$ cat src/hw/mod_pkg.sv
// Bias modulator shared definitions
package mod_pkg;

    localparam int AMP_W     = 16;
    localparam int ADC_W     = 16;
    localparam int ACC_W     = 32;
    localparam int HPERIOD_W = 16;
    localparam int SKIP_W    = 8;
    localparam int WB_DATA_W = 32;
    localparam int WB_ADDR_W = 4;

    // Field positions inside the control word.
    localparam int CTRL_EN_BIT   = 0;
    localparam int CTRL_SKIP_LSB = 8;
    localparam int CTRL_SKIP_MSB = CTRL_SKIP_LSB + SKIP_W - 1;

    typedef logic signed [AMP_W-1:0] amp_t;
    typedef logic signed [ADC_W-1:0] adc_t;
    typedef logic signed [ACC_W-1:0] acc_t;
    typedef logic [HPERIOD_W-1:0]    hperiod_t;
    typedef logic [SKIP_W-1:0]       skip_t;
    typedef logic [WB_DATA_W-1:0]    wb_data_t;
    typedef logic [WB_ADDR_W-1:0]    wb_addr_t;

    localparam wb_addr_t REG_CTRL       = 4'd0;
    localparam wb_addr_t REG_HPERIOD    = 4'd1;
    localparam wb_addr_t REG_AMP_HIGH   = 4'd2;
    localparam wb_addr_t REG_AMP_LOW    = 4'd3;
    localparam wb_addr_t REG_RESULT     = 4'd4;
    localparam wb_addr_t REG_RESULT_CNT = 4'd5;

    typedef struct packed {
        logic     enable;
        skip_t    skip;
        hperiod_t half_period;
        amp_t     amp_high;
        amp_t     amp_low;
    } mod_cfg_t;

    typedef struct packed {
        logic level;
        logic step;
    } mod_phase_t;

    typedef struct packed {
        logic valid;
        acc_t value;
    } demod_res_t;

    typedef enum logic [1:0] {GEN_IDLE, GEN_LOW, GEN_HIGH} gen_state_t;

endpackage
$ cat src/hw/mod_top.sv
// Bias modulator top level
module mod_top (
    input  logic              i_clk,
    input  logic              i_rst_n,

    // Wishbone classic slave
    input  logic              i_wb_cyc,
    input  logic              i_wb_stb,
    input  logic              i_wb_we,
    input  mod_pkg::wb_addr_t i_wb_adr,
    input  mod_pkg::wb_data_t i_wb_dat,
    output mod_pkg::wb_data_t o_wb_dat,
    output logic              o_wb_ack,

    // Converter side on i_clk
    input  mod_pkg::adc_t     i_adc,
    output mod_pkg::amp_t     o_dac,
    output logic              o_level
);
    import mod_pkg::*;

    mod_cfg_t   cfg;
    mod_phase_t phase;
    demod_res_t res;

    mod_csr u_csr (
        .i_clk    (i_clk),
        .i_rst_n  (i_rst_n),
        .i_wb_cyc (i_wb_cyc),
        .i_wb_stb (i_wb_stb),
        .i_wb_we  (i_wb_we),
        .i_wb_adr (i_wb_adr),
        .i_wb_dat (i_wb_dat),
        .o_wb_dat (o_wb_dat),
        .o_wb_ack (o_wb_ack),
        .i_res    (res),
        .o_cfg    (cfg)
    );

    mod_square_gen u_gen (
        .i_clk   (i_clk),
        .i_rst_n (i_rst_n),
        .i_cfg   (cfg),
        .o_phase (phase),
        .o_dac   (o_dac)
    );

    // The demodulator sees the same registered phase as the DAC word.
    mod_demod u_demod (
        .i_clk   (i_clk),
        .i_rst_n (i_rst_n),
        .i_cfg   (cfg),
        .i_phase (phase),
        .i_adc   (i_adc),
        .o_res   (res)
    );

    // Level doubles as the sync output for external equipment.
    assign o_level = phase.level;

endmodule

$ cat src/hw/mod_demod.sv
// Synchronous square-wave demodulator
module mod_demod (
    input  logic                i_clk,
    input  logic                i_rst_n,
    input  mod_pkg::mod_cfg_t   i_cfg,
    input  mod_pkg::mod_phase_t i_phase,
    input  mod_pkg::adc_t       i_adc,
    output mod_pkg::demod_res_t o_res
);
    import mod_pkg::*;

    // Set from the first step after enable until enable drops.
    logic  run_q;
    skip_t settle_q;
    acc_t  acc_q;

    logic  in_phase;
    skip_t settle_now;
    logic  accept;
    logic  dump;
    acc_t  samp_ext;
    acc_t  contrib;
    acc_t  acc_d;

    always_comb begin
        in_phase = i_phase.step || run_q;

        // A step restarts the settling window with the current sample as
        // the first one of the phase.
        settle_now = i_phase.step ? i_cfg.skip : settle_q;
        accept     = in_phase && (settle_now == '0);

        samp_ext = acc_t'(i_adc);
        contrib  = '0;
        if (accept) begin
            contrib = i_phase.level ? samp_ext : -samp_ext;
        end

        // A low step after a high phase closes one full period.
        dump  = i_cfg.enable && i_phase.step && !i_phase.level && run_q;
        acc_d = dump ? contrib : acc_q + contrib;
    end

    always_ff @(posedge i_clk or negedge i_rst_n) begin
        if (!i_rst_n) begin
            run_q    <= 1'b0;
            settle_q <= '0;
            acc_q    <= '0;
        end else if (!i_cfg.enable) begin
            run_q    <= 1'b0;
            settle_q <= '0;
            acc_q    <= '0;
        end else begin
            run_q <= in_phase;
            if (in_phase) begin
                if (settle_now == '0) begin
                    settle_q <= '0;
                end else begin
                    settle_q <= settle_now - skip_t'(1);
                end
            end
            acc_q <= acc_d;
        end
    end

    // The sum of the finished period is presented in the dump cycle itself.
    assign o_res = '{valid: dump, value: acc_q};

    // Dropping enable throws away the open period, also in the cycle after.
    a_no_result_when_off: assert property (
        @(posedge i_clk) disable iff (!i_rst_n)
        !i_cfg.enable |-> !o_res.valid ##1 !o_res.valid
    );

endmodule

$ cat src/hw/mod_square_gen.sv
// Square-wave bias generator
module mod_square_gen (
    input  logic                i_clk,
    input  logic                i_rst_n,
    input  mod_pkg::mod_cfg_t   i_cfg,
    output mod_pkg::mod_phase_t o_phase,
    output mod_pkg::amp_t       o_dac
);
    import mod_pkg::*;

    gen_state_t state_q;
    gen_state_t state_d;
    hperiod_t   cnt_q;
    hperiod_t   cnt_d;
    logic       level_d;
    logic       step_d;
    amp_t       amp_high_q;
    amp_t       amp_low_q;
    amp_t       dac_d;
    mod_phase_t phase_q;
    amp_t       dac_q;

    // The DAC mux works from a registered copy of both levels.
    always_ff @(posedge i_clk or negedge i_rst_n) begin
        if (!i_rst_n) begin
            amp_high_q <= '0;
            amp_low_q  <= '0;
        end else begin
            amp_high_q <= i_cfg.amp_high;
            amp_low_q  <= i_cfg.amp_low;
        end
    end

    // Each phase counts half_period down to zero, then reloads and flips.
    always_comb begin
        state_d = state_q;
        cnt_d   = cnt_q;
        level_d = phase_q.level;
        step_d  = 1'b0;
        if (!i_cfg.enable) begin
            state_d = GEN_IDLE;
            cnt_d   = '0;
            level_d = 1'b0;
        end else begin
            case (state_q)
                GEN_IDLE: begin
                    state_d = GEN_LOW;
                    cnt_d   = i_cfg.half_period;
                    level_d = 1'b0;
                    step_d  = 1'b1;
                end
                GEN_LOW, GEN_HIGH: begin
                    if (cnt_q == '0) begin
                        state_d = (state_q == GEN_LOW) ? GEN_HIGH : GEN_LOW;
                        cnt_d   = i_cfg.half_period;
                        level_d = (state_q == GEN_LOW);
                        step_d  = 1'b1;
                    end else begin
                        cnt_d = cnt_q - hperiod_t'(1);
                    end
                end
                default: state_d = GEN_IDLE;
            endcase
        end
        dac_d = level_d ? amp_high_q : amp_low_q;
    end

    always_ff @(posedge i_clk or negedge i_rst_n) begin
        if (!i_rst_n) begin
            state_q <= GEN_IDLE;
            cnt_q   <= '0;
            phase_q <= '0;
            dac_q   <= '0;
        end else begin
            state_q       <= state_d;
            cnt_q         <= cnt_d;
            phase_q.level <= level_d;
            phase_q.step  <= step_d;
            dac_q         <= dac_d;
        end
    end

    assign o_phase = phase_q;
    assign o_dac   = dac_q;

    // The enabling step starts a low phase from idle and is the only step
    // without a level change.
    a_step_on_edge: assert property (
        @(posedge i_clk) disable iff (!i_rst_n)
        (o_phase.step && $past(state_q) != GEN_IDLE) |->
            (o_phase.level != $past(o_phase.level))
    );

    a_idle_when_off: assert property (
        @(posedge i_clk) disable iff (!i_rst_n)
        !i_cfg.enable |=> (state_q == GEN_IDLE)
    );

endmodule

$ cat src/hw/mod_csr.sv
// Modulator register block
module mod_csr (
    input  logic                i_clk,
    input  logic                i_rst_n,
    input  logic                i_wb_cyc,
    input  logic                i_wb_stb,
    input  logic                i_wb_we,
    input  mod_pkg::wb_addr_t   i_wb_adr,
    input  mod_pkg::wb_data_t   i_wb_dat,
    output mod_pkg::wb_data_t   o_wb_dat,
    output logic                o_wb_ack,
    input  mod_pkg::demod_res_t i_res,
    output mod_pkg::mod_cfg_t   o_cfg
);
    import mod_pkg::*;

    logic     req;
    logic     ack_q;
    logic     wr_pend_q;
    wb_addr_t wr_adr_q;
    wb_data_t wr_dat_q;
    wb_data_t rd_data;
    wb_data_t dat_q;

    logic     ctrl_en_q;
    skip_t    ctrl_skip_q;
    hperiod_t half_period_q;
    amp_t     amp_high_q;
    amp_t     amp_low_q;
    acc_t     result_q;
    wb_data_t result_cnt_q;

    // A new request is one that has not been acknowledged yet.
    assign req = i_wb_cyc && i_wb_stb && !ack_q;

    // The write is applied in the ack cycle, so the configuration changes
    // one cycle after ack.
    always_ff @(posedge i_clk or negedge i_rst_n) begin
        if (!i_rst_n) begin
            ack_q     <= 1'b0;
            wr_pend_q <= 1'b0;
            dat_q     <= '0;
        end else begin
            ack_q     <= req;
            wr_pend_q <= req && i_wb_we;
            if (req && !i_wb_we) begin
                dat_q <= rd_data;
            end
        end
    end

    always_ff @(posedge i_clk) begin
        if (req) begin
            wr_adr_q <= i_wb_adr;
            wr_dat_q <= i_wb_dat;
        end
    end

    always_ff @(posedge i_clk or negedge i_rst_n) begin
        if (!i_rst_n) begin
            ctrl_en_q     <= 1'b0;
            ctrl_skip_q   <= '0;
            half_period_q <= '0;
            amp_high_q    <= '0;
            amp_low_q     <= '0;
        end else if (wr_pend_q) begin
            case (wr_adr_q)
                REG_CTRL: begin
                    ctrl_en_q   <= wr_dat_q[CTRL_EN_BIT];
                    ctrl_skip_q <= wr_dat_q[CTRL_SKIP_MSB:CTRL_SKIP_LSB];
                end
                REG_HPERIOD:  half_period_q <= wr_dat_q[HPERIOD_W-1:0];
                REG_AMP_HIGH: amp_high_q    <= wr_dat_q[AMP_W-1:0];
                REG_AMP_LOW:  amp_low_q     <= wr_dat_q[AMP_W-1:0];
                // Result registers and holes in the map drop the write.
                default: ;
            endcase
        end
    end

    // Result capture and the result counter, which restarts with enable.
    always_ff @(posedge i_clk or negedge i_rst_n) begin
        if (!i_rst_n) begin
            result_q     <= '0;
            result_cnt_q <= '0;
        end else begin
            if (i_res.valid) begin
                result_q <= i_res.value;
            end
            if (!ctrl_en_q) begin
                result_cnt_q <= '0;
            end else if (i_res.valid) begin
                result_cnt_q <= result_cnt_q + wb_data_t'(1);
            end
        end
    end

    always_comb begin
        rd_data = '0;
        case (i_wb_adr)
            REG_CTRL: begin
                rd_data[CTRL_EN_BIT]                 = ctrl_en_q;
                rd_data[CTRL_SKIP_MSB:CTRL_SKIP_LSB] = ctrl_skip_q;
            end
            REG_HPERIOD:    rd_data[HPERIOD_W-1:0] = half_period_q;
            REG_AMP_HIGH:   rd_data[AMP_W-1:0]     = amp_high_q;
            REG_AMP_LOW:    rd_data[AMP_W-1:0]     = amp_low_q;
            REG_RESULT:     rd_data                = result_q;
            REG_RESULT_CNT: rd_data                = result_cnt_q;
            default:        rd_data                = '0;
        endcase
    end

    assign o_wb_ack = ack_q;
    assign o_wb_dat = dat_q;

    assign o_cfg = '{
        enable:      ctrl_en_q,
        skip:        ctrl_skip_q,
        half_period: half_period_q,
        amp_high:    amp_high_q,
        amp_low:     amp_low_q
    };

    // Each request gets a single ack even though the master keeps stb high
    // through the ack cycle.
    a_single_ack: assert property (
        @(posedge i_clk) disable iff (!i_rst_n)
        o_wb_ack |=> !o_wb_ack
    );

endmodule

$ cat config.mk
export PLATFORM = sky130hd
export DESIGN_NAME = mod_top
export DESIGN_NICKNAME = d
export VERILOG_FILES = /design/src/hw/mod_pkg.sv /design/src/hw/mod_top.sv /design/src/hw/mod_demod.sv /design/src/hw/mod_square_gen.sv /design/src/hw/mod_csr.sv
export SDC_FILE = /design/constraint.sdc
export NUM_CORES = 1
export LEC_CHECK = 0
export BUFFER_PORTS_ARGS = -buffer_cell sky130_fd_sc_hd__buf_2
export CAP_MARGIN = 5
export CORE_UTILIZATION = 55
export CTS_BUF_LIST = sky130_fd_sc_hd__clkbuf_4 sky130_fd_sc_hd__clkbuf_8
export DETAILED_ROUTE_END_ITERATION = 8
export GPL_ROUTABILITY_DRIVEN = 0
export HOLD_SLACK_MARGIN = 0.15
export PLACE_DENSITY = 0.78
export SETUP_SLACK_MARGIN = 0.3
export SLEW_MARGIN = 20
export SYNTH_ARGS = -nofsm -noshare
export SYNTH_HDL_FRONTEND = slang
export SYNTH_SLANG_ARGS = --single-unit
$ cat constraint.sdc
create_clock -name i_clk -period 7.7 [get_ports i_clk]
set_input_delay 1.155 -clock i_clk [delete_from_list [all_inputs] [get_ports i_clk]]
set_output_delay 1.155 -clock i_clk [all_outputs]
set_load 0.02 [all_outputs]
## Yosys cells after proc, flatten, opt, wreduce, memory -nomap -nowiden

Cells that the tools add are included.

- Register bits: 284
- Latch bits: 0
- Bits in writable memories: 0
- ROM bits: 0
- Bits of input ports: 57
- Logic and storage cells: 92
- Memories: 0

- Add/sub/neg operators: 5
- Multipliers: 0
- Divide/modulo/power cells: 0
- $lt $le $gt $ge: 0
- Equal/unequal tests: 14
- Shift-type cells: 0
- Muxes and demuxes: 29
- Bitwise logic cells: 0
- Reduce and logical (&&, ||, !) cells: 22

Operators with widths:

| operator | count |
|---|---|
| 2-to-1 mux 32 bit | 6 |
| one-hot mux 16 bit (2 select lines) | 2 |
| 2-to-1 mux 16 bit | 3 |
| one-hot mux 8 bit (6 select lines) | 1 |
| one-hot mux 7 bit (5 select lines) | 1 |
| adder 32 x 1 -> 32 bit, second input constant | 1 |
| adder 32 bit | 1 |
| 2-to-1 mux 8 bit | 4 |
| negation 16 -> 32 bit | 1 |
| equality test 4 x 2 -> 1 bit, second input constant | 4 |
| logical NOT 16 bit | 1 |
| subtractor 16 x 1 -> 16 bit, second input constant | 1 |
| equality test 4 x 1 -> 1 bit, second input constant | 2 |
| equality test 4 x 3 -> 1 bit, second input constant | 2 |
| logical AND 1 bit | 8 |
| logical NOT 4 bit | 2 |
| logical NOT 8 bit | 1 |
| AND reduction 2 bit | 4 |
| subtractor 8 x 1 -> 8 bit, second input constant | 1 |
| 2-to-1 mux 2 bit | 3 |
| one-hot mux 1 bit (6 select lines) | 1 |
| 2-to-1 mux 1 bit | 5 |
| != test 2 x 1 -> 1 bit, second input constant | 2 |
| one-hot mux 1 bit (2 select lines) | 2 |
| other kinds (9) | 11 |

## Longest topological paths before layout

Gate-level depths: netlist of the first run.

- Word-level depth: 7
- Depth in mapped cells: 22
- Depth with buffers taken out: 18

## By module

A second synthesis of the first run with hierarchy kept.

- Cell total of the unflattened synthesis: 1448
- Area, all modules: 15142.0 µm²

Modules (own cells, without submodules):

| module | instances | cells each | area an instance (µm²) | seq. area each (µm²) |
|---|---|---|---|---|
| mod_csr | 1 | 581 | 7378.3 | 4479.3 |
| mod_demod | 1 | 638 | 4943.5 | 1026.0 |
| mod_square_gen | 1 | 229 | 2820.2 | 1701.6 |

## Least setup slack after synthesis of the first run

OpenSTA, ideal clock, no wires.

- Path kind: input to register
- From: in i_adc[0]
- To: reg u_demod.acc_q[29]
- Library setup time: 120 ps
- Arrival: 5070 ps
- Path slack: 2510 ps
- Stages on the path: 19
- Buffers on the path: 2
- Cells stage by stage: inv_1 ha_1 or4b_4 o41ai_4 nand2_1 nand2_1 clkbuf_1 inv_1 ha_1 buf_6 a21oi_1 a211oi_1 o22a_1 maj3_1 maj3_1 o22ai_1 o211ai_1 xor2_1 a31o_2

- Longest elaborated chain between the ends: 6

RTL lines:

| element | line | source |
|---|---|---|
| start, declared | mod_top.sv:16 | `input mod_pkg::adc_t i_adc,` |
| negation 16 -> 32 bit | mod_demod.sv:36 | `contrib = i_phase.level ? samp_ext : -samp_ext;` |
| 2-to-1 mux 32 bit * | mod_demod.sv:36 |  |
| 2-to-1 mux 32 bit * | mod_demod.sv:35 | `if (accept) begin` |
| adder 32 bit | mod_demod.sv:41 | `acc_d = dump ? contrib : acc_q + contrib;` |
| 2-to-1 mux 32 bit * | mod_demod.sv:41 |  |
| 2-to-1 mux 32 bit * | mod_demod.sv:49 | `end else if (!i_cfg.enable) begin` |
| end signal, assigned | mod_demod.sv:48 | `acc_q <= '0;` |
| end signal, assigned | mod_demod.sv:52 | `acc_q <= '0;` |
| end signal, assigned | mod_demod.sv:62 | `acc_q <= acc_d;` |
| end, declared | mod_demod.sv:15 | `acc_t acc_q;` |

Mark *: on every way between the ends. The rest lies on a longest branch, timed or not.
A chain may end at the register's enable or synchronous reset.

## Final worst setup path of the first run

- From: reg u_gen.phase_q, in the netlist u_gen.o_phase[0]
- To: reg u_demod.acc_q[30]

- Longest elaborated chain between the ends: 7
- Elaborated cells between the ends (all ways): 11

RTL lines:

| element | line | source |
|---|---|---|
| start, declared | mod_square_gen.sv:20 | `mod_phase_t phase_q;` |
| 2-to-1 mux 8 bit | mod_demod.sv:30 | `settle_now = i_phase.step ? i_cfg.skip : settle_q;` |
| logical NOT 8 bit | mod_demod.sv:31 | `accept = in_phase && (settle_now == '0);` |
| logical AND 1 bit | mod_demod.sv:31 |  |
| 2-to-1 mux 32 bit | mod_demod.sv:35 |  |
| adder 32 bit | mod_demod.sv:41 |  |
| 2-to-1 mux 32 bit * | mod_demod.sv:41 |  |
| 2-to-1 mux 32 bit * | mod_demod.sv:49 |  |

Marked as above.

==> out/metrics.cfg, run 1 <==
[timing]
worstMarginPinSlew_ns=1.034
slew_viol_final=0
skew_ns=0.01522
rsz0062_at_grt=no
whs_ns=0.3935
hold_violations=0
period_minus_slack_ns=5.931
setup_viol_count_final=0
finalCritPeriodShare=0.7703
fmax_ghz=0.1686
fin_setup_tns_ns=0
slew_headroom=0.3106

[global_route]
grt_first_pass_wirelength_mm=61.12
grt_max_degree=161
grt_pass1_vias=11880
grtUsageTotal=0.2703
antenna_found_initial=0
grt-ovfl-total=0

[logic_synthesis]
synth_area_mm2=0.01498
ys.flop_type=dfrtp_1
synth_top_area_share=0.4409
syn_area_per_cell_um2=9.660
synth_edf_count=20
synth_common_cells=dfrtp_1, nand2_1, nor2_1, o21ai_0, mux2_2
post_synth_num_cell_types=87
ys_top_cells_by_area=dfrtp_1, mux2_2, nand2_1, nor2_1, edfxtp_1
syn_nets=1632
synth_seq_cells=284
async_flop_share=0.9296
synth_top_area_cell=dfrtp_1
yosysSeqAreaShare=0.4810
yosysWarnings=0
yosysMostFrequentCell=dfrtp_1
syn-instance-count=1551

[clocking]
cts_hold_buffers=0
clockBufferDepth=3
clock-sinks=284
htreeDepth=2
ctsResizeCount=0
cts-buffers-inserted=47
root_buffer=clkbuf_8
postCtsSetupRepairBufs=0
cts_tree=yes
clkTransAtPathRegs_ns=0.06
insertion_delay_ns=0.57

[placed_design]
dpl.hpwl_mm=25.31
io_buffers=90

[floorplanning]
die_y_um=167.1
ioPinCount=107
start_util=0.5591
dieArea_mm2=0.02791
core_mm2=0.02680
rows=60
die_x_um=167.1

[drt]
vias=12340
met3_length_mm=2.233
post_drt_wl_per_cell_um=18.49
drtIter0Drc=1107
firstDrtPassIters=5
wl_met2_mm=16.59
drtAntennaViolNets=0
vias_per_cell=6.184
met1_length_mm=16.93
drc=0
drt-total-wl_mm=36.91
top_layer_used=met4

[pwr]
p_leak_uw=0.007444
p_sw_uw=932.7
switching_share=0.2684
power-per-cell-area_mw_per_mm2=207.7
ir_worst_vdd_mv=0.1298
p_total_uw=3475
seqPwrFrac=0.479
pwr-share-clk=0.403
internal_power_uw=2543
pwr-share-comb=0.119

[final_layout]
areaGrowthSynthToFinish_pct=11.69
drive_gt1_frac=0.1813
antenna_cells=0
finalNetCount=1702

[critical_path]
cp_max_fo=19
worstPathCellList=mux2i_1 > ha_1 > o211ai_1 > buf_4 > or2_0 > nor2_1 > ha_1 > fa_1 > a21o_1 > o21ai_0 > o2bb2ai_1 > o21ai_0 > a32oi_1 > a2bb2oi_1 > a211oi_1 > o21bai_4 > o2111ai_4 > nor4_1 > nor4_1
cp-start-kind=register
worstPathArrival_ns=6.40
worstSetupPathType=reg -> reg
max_stage_delay_ns=0.75
cp_data_required_time_ns=8.17
endpoint_kind=register
cp_slowest_cell=dfrtp_1

[status]
run_status=completed

[job]
maxCapViolations=0

[min_path]
hold_path.class=reg -> reg

## per-stage QoR
stage	setup slack, ns	instance area [µm²]	utilization	cells
2_1_floorplan	2.510	14980	-	1551
3_3_place_gp	2.000	15720	0.5864	1913
3_5_place_dp	1.849	15720	0.5864	1913
4_1_cts	1.830	16720	0.6240	1996
5_1_grt	1.270	16730	0.6244	1996
6_report	1.769	16730	0.6244	1996
## layout make-up
| type | instances | area [µm²] |
|---|---|---|
| well taps | 341 | 426.7 |
| fillers | 2212 | 10070 |
| clock inverters | 12 | 131.4 |
| clock buffers | 71 | 877.1 |
| inverters | 31 | 116.4 |
| multi-input cells | 1148 | 7361 |
| repair buffers | 109 | 615.6 |
| flip-flops and latches | 284 | 7207 |
## worst max-delay path: cells and delay by family, from the launching register on
family	cells	cell delay (ns)
flip-flops	1	0.75
adder cells (fa/ha/maj)	3	0.94
multiplexers	1	0.31
AND/OR/NAND/NOR	4	1.13
AO/OA/AOI/OAI	10	2.50
buffers and inverters	1	0.19
## registers in the layout, summed over array words and instances (netlist names), 32 cells and up
signal / count
u_demod.acc_q: 32
u_csr.result_q: 32
u_csr.o_wb_dat: 32
u_csr.result_cnt_q: 32
## power groups by stage
stage	Combinational, µW	Clock, µW	Sequential, µW
after floorplan	232	0	1710
after global placement	397	0	1680
after detailed placement	409	0	1690
after CTS	412	1430	1660
after global routing	457	1490	1670
final	413	1400	1660
## cell usage in the layout (no fill, tap or decap), drive strengths merged, types with 7 or more instances in the layout
| cell type | instances |
|---|---|
| ha | 23 |
| o211ai | 12 |
| and2 | 17 |
| a211oi | 10 |
| o21a | 7 |
| edfxtp | 20 |
| clkinv | 8 |
| o21ai | 110 |
| nand2b | 12 |
| mux2i | 21 |
| a22oi | 29 |
| o31ai | 13 |
| or3 | 19 |
| a222oi | 7 |
| xnor2 | 34 |
| a31oi | 21 |
| and3 | 21 |
| nor2b | 9 |
| nor2 | 172 |
| a21oi | 66 |
| a221oi | 28 |
| maj3 | 8 |
| nand4 | 12 |
| nor4 | 11 |
| mux2 | 74 |
| inv | 32 |
| buf | 109 |
| a21o | 10 |
| o22ai | 8 |
| clkbuf | 71 |
| nand2 | 187 |
| xor2 | 35 |
| nand3 | 40 |
| dfrtp | 264 |
| nor3 | 34 |
## per-layer routing
metal | GRT usage | vias to the layer above
met1 | 0.3934 | 6045
li1 | - | 5795
met5 | 0 | -
met2 | 0.4111 | 415
met4 | 0.1010 | 0
met3 | 0.03874 | 88
## cells by family (layout without fill, tap and decap cells)
| family | count (synthesis) | after routing | share of synthesized area |
|---|---|---|---|
| compound gates | 385 | 385 | 0.1745 |
| xor+xnor | 70 | 70 | 0.04184 |
| fa+ha+maj | 32 | 32 | 0.02589 |
| buf+inv | 119 | 223 | 0.03115 |
| flops | 284 | 284 | 0.4810 |
| mux | 95 | 95 | 0.06965 |
| simple gates | 566 | 566 | 0.1760 |
## worst paths after layout
path	cells past startpoint	startpoint	slack, ns	endpoint
max	19	u_gen.o_phase[0]	1.77	u_demod.acc_q[30]
min	0	u_csr.amp_low_q[3]	0.39	u_gen.amp_low_q[3]
max reg2reg	19	u_gen.o_phase[0]	1.77	u_demod.acc_q[30]
min reg2reg	0	u_csr.amp_low_q[3]	0.39	u_gen.amp_low_q[3]
max in group asynchronous	2	i_rst_n	5.79	u_demod.acc_q[18]
min in group asynchronous	1	i_rst_n	0.62	u_gen.o_dac[4]
(Power assumes the default switching activity.)
==> inputs of run 2 (changes only) <==
Settings changed: PLACE_DENSITY 0.78 to 0.81.
Clock period 7.7 ns to 5.22 ns, I/O delays scaled along.
==> out/metrics.cfg, run 2 (same netlist as run 1, synthesis figures left out) <==
[status]
run_status=completed

[placed_design]
dpl.hpwl_mm=25.63
dp_cells=1926
io_buffers=90

[final_layout]
instances_no_fill=2014
finalNetCount=1717
final_cell_mix=dfrtp_1, nand2_1, nor2_1
post-route-util=0.6319
areaGrowthSynthToFinish_pct=13.04
antenna_cells=0
drive_gt1_frac=0.1949
layout_commonest_cell=dfrtp_1

[global_route]
grt-ovfl-total=0
grt_max_degree=124
grt_first_pass_wirelength_mm=61.07
antenna_found_initial=0
grt_pass1_vias=11840
grtUsageTotal=0.2698

[timing]
slew_viol_final=0
worstMarginPinSlew_ns=1.035
fin_setup_tns_ns=0
slew_headroom=0.3100
rsz0062_at_grt=no
hold_violations=0
fmax_ghz=0.2131
finalCritPeriodShare=0.8990
skew_ns=0.03017
whs_ns=0.1956
setup_viol_count_final=0
period_minus_slack_ns=4.693

[drt]
drtAntennaViolNets=0
vias=12530
drc=0
drtIter0Drc=1178
vias_per_cell=6.219
drt-total-wl_mm=37.42
firstDrtPassIters=5
post_drt_wl_per_cell_um=18.58

[floorplanning]
core_mm2=0.02680
die_x_um=167.1
dieArea_mm2=0.02791
die_y_um=167.1
ioPinCount=107
rows=60
start_util=0.5591

[clocking]
insertion_delay_ns=0.58
cts-buffers-inserted=47
cts_hold_buffers=0
cts_tree=yes
clockBufferDepth=3
htreeDepth=2
root_buffer=clkbuf_8
clkTransAtPathRegs_ns=0.06
clock-sinks=284

[critical_path]
worstPathArrival_ns=5.16
cp_max_fo=24
reg2reg_depth=19
cp-start-kind=register
endpoint_kind=register
cp_data_required_time_ns=5.68
worstSetupPathType=reg -> reg

[min_path]
hold_path.class=in -> async

[pwr]
ir_worst_vdd_mv=0.1676
power-per-cell-area_mw_per_mm2=305.2
p_leak_uw=0.007548

[job]
maxCapViolations=0

## run 2: changes by cell type in the layout (fill, tap and decap cells not counted), sizes merged
cell      delta
clkbuf       +8
inv          +1
buf         +15
clkinvlp     -1
clkinv       -3
bufinv       -2
## run 2: layout make-up
class | count | area, µm²
sequential | 284 | 7208
clock inverter | 7 | 50.05
fill | 2095 | 9864
clock buffer | 79 | 980.9
timing repair buffer | 124 | 732.0
inverter | 31 | 116.4
tap | 341 | 426.7
multi-input combinational | 1148 | 7422
## run 2: power breakdown
group / switching [µW] / leakage, µW / internal [µW] / total, µW
clock network: 898 / 0.000555 / 1190 / 2090
registers: 92.9 / 0.00376 / 2360 / 2450
logic: 406 / 0.00323 / 223 / 630
total: 1400 / 0.00755 / 3770 / 5170
## run 2: what timing repair did
action                                  4_1_cts  5_1_grt
endpoints found under the setup margin        1       12
pin swaps                                     1        1
buffers inserted                              0        2
resized for setup                             2       10
## run 2: final timing paths
path                                     from                 end  slack, ns
hold reg to reg            u_csr.amp_low_q[7]  u_gen.amp_low_q[7]       0.39
setup / recovery             u_gen.o_phase[0]   u_demod.acc_q[30]       0.53
min in group i_clk               i_wb_dat[10]  u_csr.wr_dat_q[10]       0.38
hold / removal                        i_rst_n      u_gen.o_dac[1]       0.20
setup reg to reg             u_gen.o_phase[0]   u_demod.acc_q[30]       0.53
max in group asynchronous             i_rst_n   u_demod.acc_q[14]       3.79
## run 2: routing by layer
layer,GRT usage,vias up,share of wire
met2,0.4220,528,0.46
met1,0.3817,6114,0.43
met3,0.04040,77,0.075
met5,0,-,0
li1,-,5806,-
met4,0.09944,0,0.027
## run 2: per-stage QoR
stage	power, µW	setup slack (ns)	cell area (µm²)
CTS	5189	0.3313	16860
global route	5371	0.2193	16940
global placement	3077	0.3860	15820
floorplan	2861	0.3287	14990
detailed placement	3105	0.2433	15830
finish	5169	0.5273	16940
## run 2: worst max-delay path, stage by stage, from the launching register on
cell and delay (ns):
dfrtp_2 0.47, buf_4 0.22, nor4_2 0.34, a21oi_1 0.13
or2_0 0.31, buf_6 0.22, nor2_1 0.15, ha_1 0.31
a21o_1 0.24, o21ai_1 0.22, o2bb2ai_2 0.21, o21ai_0 0.14
a32oi_1 0.30, a2bb2oi_1 0.17, a211oi_2 0.23, buf_4 0.16
o21bai_4 0.09, o2111ai_4 0.27, nor4_1 0.10, nor4_1 0.28
